<file path="src/common/mem_params.svh">
`ifndef MEM_PARAMS_SVH
`define MEM_PARAMS_SVH

// ============================================================
// Word geometry
// ============================================================
`define MEM_WORD_WIDTH      32      // Data word, bits
`define MEM_BYTES           4       // Byte lanes per word

// Word index per region, 4096 words
// Taken from address bits 13:2
`define MEM_ADRS_WIDTH      12

// ============================================================
// Memory map
// ============================================================
`define REGION_MSB          31      // Region field, top bit
`define REGION_LSB          16      // Region field, bottom bit

// Hit means floor < field < roof, strictly on both sides
`define I_MEM_REGION_FLOOR  0
`define I_MEM_REGION_ROOF   2       // I_MEM at field 1
`define D_MEM_REGION_FLOOR  1
`define D_MEM_REGION_ROOF   3       // D_MEM at field 2

`define NUM_MEM_REGIONS     2       // I_MEM and D_MEM

`endif

</file>
<file path="src/common/mem_map_pkg.sv">
`default_nettype none

`include "mem_params.svh"

// ============================================================
// Memory map types
// ============================================================
package mem_map_pkg;

    // Region index
    // Also the generate index and hit vector bit
    typedef enum logic {
        I_MEM = 1'b0,   // Instruction memory
        D_MEM = 1'b1    // Data memory
    } t_mem_region;

    // One hit bit per region, indexed by t_mem_region
    typedef logic [`NUM_MEM_REGIONS-1:0] t_region_hits;

endpackage

`default_nettype wire

</file>
<file path="src/hdl/fabric_rsp_mux.sv">
`timescale 1ns/1ps
`default_nettype none

`include "mem_params.svh"

// Fabric response path
// Hit flags travel with the request, so the select matches the read
module fabric_rsp_mux (
    input  wire logic                       clock,
    input  wire logic                       reset,
    input  wire logic                       req_valid,
    input  wire mem_map_pkg::t_region_hits  hits,
    input  wire logic [`MEM_WORD_WIDTH-1:0] fab_rd_data [`NUM_MEM_REGIONS],
    output logic                            rsp_valid,
    output logic [`MEM_WORD_WIDTH-1:0]      rsp_data
);

    import mem_map_pkg::*;

    t_region_hits hits_q;   // Hits of the request in flight

    // ============================================================
    // Request stage register
    // ============================================================
    always_ff @(posedge clock) begin
        if (reset) begin
            rsp_valid <= 1'b0;
            hits_q    <= '0;
        end else begin
            rsp_valid <= req_valid;                  // Always one cycle later
            hits_q    <= req_valid ? hits : '0;      // Idle cycle selects nothing
        end
    end

    // Priority select, I_MEM first
    always_comb begin
        if (hits_q[I_MEM]) begin
            rsp_data = fab_rd_data[I_MEM];
        end else if (hits_q[D_MEM]) begin
            rsp_data = fab_rd_data[D_MEM];
        end else begin
            rsp_data = '0;                           // Unmapped or idle
        end
    end

endmodule

`default_nettype wire

</file>
<file path="config.mk">
export PLATFORM = sky130hd
export DESIGN_NAME = fabric_rsp_mux
export DESIGN_NICKNAME = d
export VERILOG_FILES = /design/src/common/mem_map_pkg.sv /design/src/hdl/fabric_rsp_mux.sv
export VERILOG_INCLUDE_DIRS = /design/src /design/src/common
export SDC_FILE = /design/constraint.sdc
export NUM_CORES = 1
export LEC_CHECK = 0
export BUFFER_PORTS_ARGS = -buffer_cell sky130_fd_sc_hd__buf_4
export CAP_MARGIN = 10
export CORE_MARGIN = 5
export CORE_UTILIZATION = 22
export DETAILED_ROUTE_END_ITERATION = 12
export PLACE_DENSITY = 0.88
export REMOVE_ABC_BUFFERS = 1
export SYNTH_ARGS = -nofsm -noshare
export SYNTH_HDL_FRONTEND = slang
export SYNTH_SLANG_ARGS = --single-unit
</file>
<file path="constraint.sdc">
create_clock -name clock -period 1.07 [get_ports clock]
set_input_delay 0.214 -clock clock [delete_from_list [all_inputs] [get_ports clock]]
set_output_delay 0.214 -clock clock [all_outputs]
set_load 0.03 [all_outputs]
</file>
Word-level counts from Yosys, hierarchy flattened

Cells that the tools add are included.

Register bits after elaboration: 3
Bits of input ports: 69
Output and inout bits: 33
Word-level logic and storage cells: 6

Multiplexer cells: 2
Bitwise logic cells: 1
Reduce and logical (&&, ||, !) cells: 1

Operators by type and width:

| kind               | count |
|---|---|
| 2-to-1 mux 32 bit  | 2 |
| OR reduction 2 bit | 1 |
| inverter 1 bit     | 1 |

Logic depth before layout (Yosys ltp)

Gate-level depths: netlist (run 1).

Word-level depth: 2
Gate-level depth with buffers: 4
Depth with buffers taken out: 2

Worst setup path after synthesis (run 1)

Ideal clock, no wire load.

Kind: reg2out
From: register hits_q[0]
To: output rsp_data[29]
Arrival time: 1.043 ns
Required time: 0.856 ns
Slack: -0.187 ns
Cell stages (with the launch flop): 4
Buffers on the path: 2
Cells stage by stage: dfxtp_1 > buf_6 > buf_2 > o21ai_1

Word-level cells in the longest chain between the ends: 1

RTL lines:

| element                  | line                 | RTL |
|---|---|---|
| start: declaration       | fabric_rsp_mux.sv:20 | `t_region_hits hits_q;` |
| start signal: assignment | fabric_rsp_mux.sv:31 | `hits_q <= req_valid ? hits : '0;` |
| 2-to-1 mux 32 bit        | fabric_rsp_mux.sv:37 | `if (hits_q[I_MEM]) begin` |
| end: declaration         | fabric_rsp_mux.sv:15 | `` output logic [`MEM_WORD_WIDTH-1:0] rsp_data `` |

Every way passes these cells.

Worst setup path in the final report (run 1)

From: register hits_q[0]
To: output rsp_data[15]

The elaborated chain is that of the path after synthesis.

==> results of run 1 <==
[final cells by class]
type / count / share of cell area
Multi-Input combinational cell: 41 / 0.234
Sequential cell: 3 / 0.0443
Clock buffer: 4 / 0.0179
Tap cell: 27 / 0.0230
Timing Repair Buffer: 110 / 0.681
[sequential cells by signal (all words and copies together) (netlist names)]
register	cells
hits_q	2
rsp_valid	1
[what timing repair did]
| item | CTS | global route |
|---|---|---|
| setup endpoints to repair | 32 | 32 |
| cloned | 1 | 1 |
| pin swaps | 1 | 2 |
| setup buffers | 6 | 0 |
| gates resized for setup | 40 | 5 |
[logic make-up (layout without fill, tap and decap cells)]
kind of cell	Yosys count	in the layout	synth area share
DFF	3	3	0.136
and+or+nand+nor	8	9	0.108
buffers and inverters	7	114	0.136
AOI/OAI and AO/OA	32	32	0.619
[layout by cell type (no fill, tap or decap)]
master,synthesis,final
a22o_1,30,30
and2_1,2,2
buf_12,0,2
buf_4,0,72
buf_6,4,35
clkbuf_1,0,1
clkbuf_16,0,1
clkbuf_4,0,3
dfxtp_1,3,1
dfxtp_2,0,1
dfxtp_4,0,1
nand2_1,4,3
nand2_2,0,1
nor2b_1,1,1
nor2b_4,1,2
o21ai_2,0,2
[power by group]
group          leakage [nW]  internal, W  total (W)  switching (W)
clock                0.0150     0.000140   0.000195      0.0000551
sequential           0.0259     0.000117   0.000123     0.00000623
combinational         0.723     0.000343   0.000595       0.000252
total                 0.764     0.000599   0.000913       0.000314
[routing by layer]
layer	part of all wire	GRT usage
met1	0.33	0.186
met2	0.53	0.343
met3	0.14	0.0708
met4	0.0065	0.0498
met5	0	0
[worst paths after layout]
check	end	slack, ps
setup / recovery	rsp_data[15]	-330
hold / removal	rsp_valid	160
[metrics by stage]
step | TNS (ps) | std cells | instance area [µm²] | setup slack (ps) | total power (W)
floorplan | -19010 | 43 | 380 | -604 | 0.000328
global placement | -10880 | 173 | 1190 | -367 | 0.000620
detailed placement | -12420 | 173 | 1190 | -418 | 0.000629
CTS | -9600 | 184 | 1430 | -322 | 0.000904
global route | -11750 | 185 | 1470 | -401 | 0.000976
finish | -9610 | 185 | 1470 | -334 | 0.000913
==> out/results.txt, run 1 <==
Failing checks: setup timing
Remaining global-route overflow: 0
Most used DFF post-synth: dfxtp_1
Max-cap violations: 0
Cell depth of the worst hold path: 2
Share of flip-flops with an asynchronous set or reset: 0
Cell mode on critical path: buf_6
Critical path endpoint category: primary output
DRT antenna net count: 0
Critical path's slowest cell: dfxtp_4
Crit path arrival time: 1190 ps
Worst-margin pin slew: 150 ps
Final hold vios: 0
Floorplan core area: 0.00194 mm²
Nets@finish: 228
Synthesis-to-layout area growth: 234%
Clock H-tree levels: 1
Initial drt markers: 3
Largest stage delay on the critical path: 370 ps
Cell family with most CP delay: flip-flops
Post-layout min period: 1400 ps
Mean post-synth cell area: 8.81 µm²
Flops & latches, synth: 3
Sequential cell area fraction in the yosys report: 0.136
Worst Hold Class: input port to flop
Clock Root Buffer: clkbuf_4
FP Rows: 16
Drt drc: 0
Register area: 65.1 µm²
Setup crit start: hits_q[0]
Fillers: 141
Via density: 4.77
Critical Path RT: 860 ps
Crit Path Max Fanout: 6
VDD IR-drop max: 594 µV
# diodes: 0
Slew margin rel.: 0.900
Netlist cell types: 9
Final wirelength: 2940 µm
Final Cycle Share: 1.31
Placer Congestion: 0.601
Synth top area share: 0.597
Cell breakdown of the critical path: nor2b_4, buf_6, a22o_1, buf_6
RSZ-0062 raised after global routing: true
Die width: 54.7 µm
Mapped cell area: 440 µm²
Layout cell share with drive strength beyond 1: 0.759
Num CTS Buffers: 3
First-pass GRT wire length: 3980 µm
Multi-input logic area: 344 µm²
Hold_sp: reset
Lkg Pwr: 0.764 nW
EDFF count, synth: 0
Input/output buffers: 101
Clock slew at reported path FFs: 40 ps
Post-synth top cells: a22o_1 (30), buf_6 (4), nand2_1 (4)
Clock tree buffer depth: 2
Status: finished with violations
Initial antenna violation count: 0
Most numerous cell in the Yosys netlist: a22o_1
Number of cells on the critical path: 4
Drt pass-1 iters: 4
Top Ports: 102
Initial Util: 0.227
Critical Path Start Type: flop
Final worst slack: -334 ps
Number of global-route vias before repair: 892
Hold Slack: 159 ps
Syn. warnings: 0
Final core utilization: 0.756
# setup viols final: 32
CTS Hold Buffers Added: 0
Via count: 883
Pin count of the biggest net entering global routing: 35
Critical path class: flop to primary output
Buf/Inv on CP: 2
Area contributors post-synth: a22o_1 (60%), dfxtp_1 (14%), buf_6 (10%), buf_2 (3.4%), nand2_1 (3.4%)
Cell area power density: 621 mW/mm²
Fmax: 0.712 GHz
CTS tree: done
Cell taking the most area after synthesis: a22o_1
Cell count after synthesis: 50
Drt wl/cell: 15.9 µm
Pins Over Slew Limit: 0
Tot GR Track Use: 0.184
Die height: 54.7 µm
Die area: 0.00300 mm²
Clock sink count: 3
No activity file was read; power rests on OpenSTA's default activity.
==> run 2, diff against run 1 <==
--- a/config.mk
+++ b/config.mk
@@ -9,9 +9,9 @@
 export BUFFER_PORTS_ARGS = -buffer_cell sky130_fd_sc_hd__buf_4
 export CAP_MARGIN = 10
 export CORE_MARGIN = 5
-export CORE_UTILIZATION = 22
+export CORE_UTILIZATION = 24
 export DETAILED_ROUTE_END_ITERATION = 12
-export PLACE_DENSITY = 0.88
+export PLACE_DENSITY = 0.94
 export REMOVE_ABC_BUFFERS = 1
 export SYNTH_ARGS = -nofsm -noshare
 export SYNTH_HDL_FRONTEND = slang
==> constraint.sdc (replaced) <==
create_clock -name clock -period 1.8 [get_ports clock]
set_input_delay 0.36 -clock clock [delete_from_list [all_inputs] [get_ports clock]]
set_output_delay 0.36 -clock clock [all_outputs]
set_load 0.03 [all_outputs]
==> run 2 against run 1 <==
The run now ends clean. Sequential power fell by 42%. Via count fell by 7.0%. Final cell count fell by 4.3%. Sequential share of layout area rose by 0.42 points. Critical endpoint is now rsp_data[27].
==> out/results.txt, run 2 (same netlist as run 1, synthesis figures left out) <==
Number of cells on the critical path: 3 (-1)
Clock share of power: 0.239 (+0.026)
Number of global-route vias before repair: 824 (-7.6%)
CTS tree: done
Final core utilization: 0.717 (-0.0391)
Commonest cells after routing, fill and taps aside: buf_4 (104), a22o_1 (30), nand2_1 (4)
Clock Root Buffer: clkbuf_4
Critical path endpoint category: primary output
Drt drc: 0 (unchanged)
DRT antenna net count: 0 (unchanged)
Tot GR Track Use: 0.166 (-0.0181)
Crit Path Max Fanout: 34 (+28)
Top Registers: hits_q x2, rsp_valid x1
Final Cycle Share: 0.918
Post-layout min period: 1650 ps
Comb pwr share: 0.616 (-0.036)
Hold_sp: reset
Commonest non-fill, non-tap cell in the layout: buf_4
Initial Util: 0.255 (+0.0283)
Nets@finish: 222 (-2.6%)
Slew margin rel.: 0.791 (-0.109)
Cell mode on critical path: buf_4
Die height: 52.8 µm (-3.5%)
CTS Hold Buffers Added: 0 (unchanged)
Worst-margin pin slew: 314 ps (+164 ps)
Die area: 0.00279 mm² (-6.8%)
Placer Congestion: 0.662 (+10%)
Pins Over Slew Limit: 0 (unchanged)
Clock H-tree levels: 1 (unchanged)
Initial antenna violation count: 0 (unchanged)
Register area: 60.1 µm² (-7.7%)
Critical path's slowest cell: dfxtp_1
Drt pass-1 iters: 3 (-1)
Biggest register: hits_q
Drt wl/cell: 14.5 µm (-8.6%)
Buf/Inv on CP: 2 (unchanged)
RSZ-0062 raised after global routing: false
Cell depth of the worst hold path: 2 (unchanged)
Clock slew at reported path FFs: 40 ps (about the same)
# setup viols final: 0 (-100%)
Die width: 52.8 µm (-3.5%)
P_sw: 0.000172 W (-45%)
Layout cell share with drive strength beyond 1: 0.717 (-0.0424)
Floorplan core area: 0.00173 mm² (-11%)
Cell breakdown of the critical path: buf_4, a22o_1, buf_4
Hold worst-path end: rsp_valid
Clock sink count: 3 (unchanged)
Critical Path Start Type: flop
FP Rows: 15 (-1)
Final wirelength: 2570 µm (-13%)
Final hold vios: 0 (unchanged)
Top Ports: 102 (unchanged)
First-pass GRT wire length: 3500 µm (-12%)
Final worst slack: 148 ps (+482 ps)
Via count: 821 (-7.0%)
Internal power: 0.000321 W (-46%)
Initial drt markers: 2 (-1)
Critical Path RT: 1440 ps (+580 ps)
Cell area power density: 398 mW/mm² (-36%)
Num CTS Buffers: 3 (unchanged)
Synthesis-to-layout area growth: 181%
Fmax: 0.605 GHz
Worst Hold Class: input port to flop
Fillers: 139 (-1.4%)
Max reg flops: 2 (unchanged)
Lkg Pwr: 0.690 nW (-9.7%)
Setup crit start: hits_q[0]
Via density: 4.64 (-2.8%)
Cell family with most CP delay: buffers and inverters
Switching part of the total: 0.349 (+0.00488)
Pin count of the biggest net entering global routing: 35 (unchanged)
Remaining global-route overflow: 0 (unchanged)
Pre-CTS setup slack: 304 ps (+722 ps)
Multi-input logic area: 320 µm² (-6.9%)
Critical path class: flop to primary output
Seq pwr share: 0.145 (+0.010)
VDD IR-drop max: 381 µV (-36%)
# diodes: 0 (unchanged)
Status: finished, final reports clean
Crit path arrival time: 1290 ps (+100 ps)
Largest stage delay on the critical path: 360 ps (about the same)
Max-cap violations: 0 (unchanged)
Clock tree buffer depth: 2 (unchanged)
Input/output buffers: 101 (unchanged)
run 2: through the flow:
step	hold slack (ps)	cell area, µm²	power [W]	TNS, ps	std cells
final	308	1240	0.000493	0	177
after global routing	304	1240	0.000525	0	177
after CTS	301	1220	0.000500	0	175
after detailed placement	542	1200	0.000376	0	171
after global placement	534	1200	0.000371	0	171
after floorplan	446	380	0.000195	-606	43
run 2: power by group through the flow:
stage,clock [W],combinational (W),sequential (W)
after global routing,0.000132,0.000322,0.0000719
after global placement,0,0.000298,0.0000726
after floorplan,0,0.000115,0.0000803
after detailed placement,0,0.000304,0.0000726
final,0.000118,0.000304,0.0000716
after CTS,0.000124,0.000304,0.0000716
run 2: layout make-up:
class	instances	share of cell area
Sequential cell	3	0.0485
Timing Repair Buffer	105	0.646
Multi-Input combinational cell	40	0.259
Tap cell	25	0.0253
Clock buffer	4	0.0212
run 2: what timing repair did:
| item | 4_1_cts | 5_1_grt |
|---|---|---|
| resized for setup | 0 | 0 |
| hold endpoints to repair | 0 | 0 |
| buffers inserted | 0 | 2 |
| setup endpoints to repair | 0 | 14 |
run 2: routing by layer:
| layer | vias up | global-route usage | routed length, µm |
|---|---|---|---|
| li1 | 408 | - | - |
| met1 | 351 | 0.159 | 825 |
| met2 | 62 | 0.326 | 1310 |
| met3 | 0 | 0.0684 | 434 |
| met4 | 0 | 0.0255 | 0 |
| met5 | - | 0 | 0 |
run 2: how the worst max path moves through the flow:
stage,to
floorplan,rsp_data[0]
global placement,rsp_data[25]
detailed placement,rsp_data[19]
CTS,rsp_data[19]
global route,rsp_data[29]
finish,rsp_data[27]
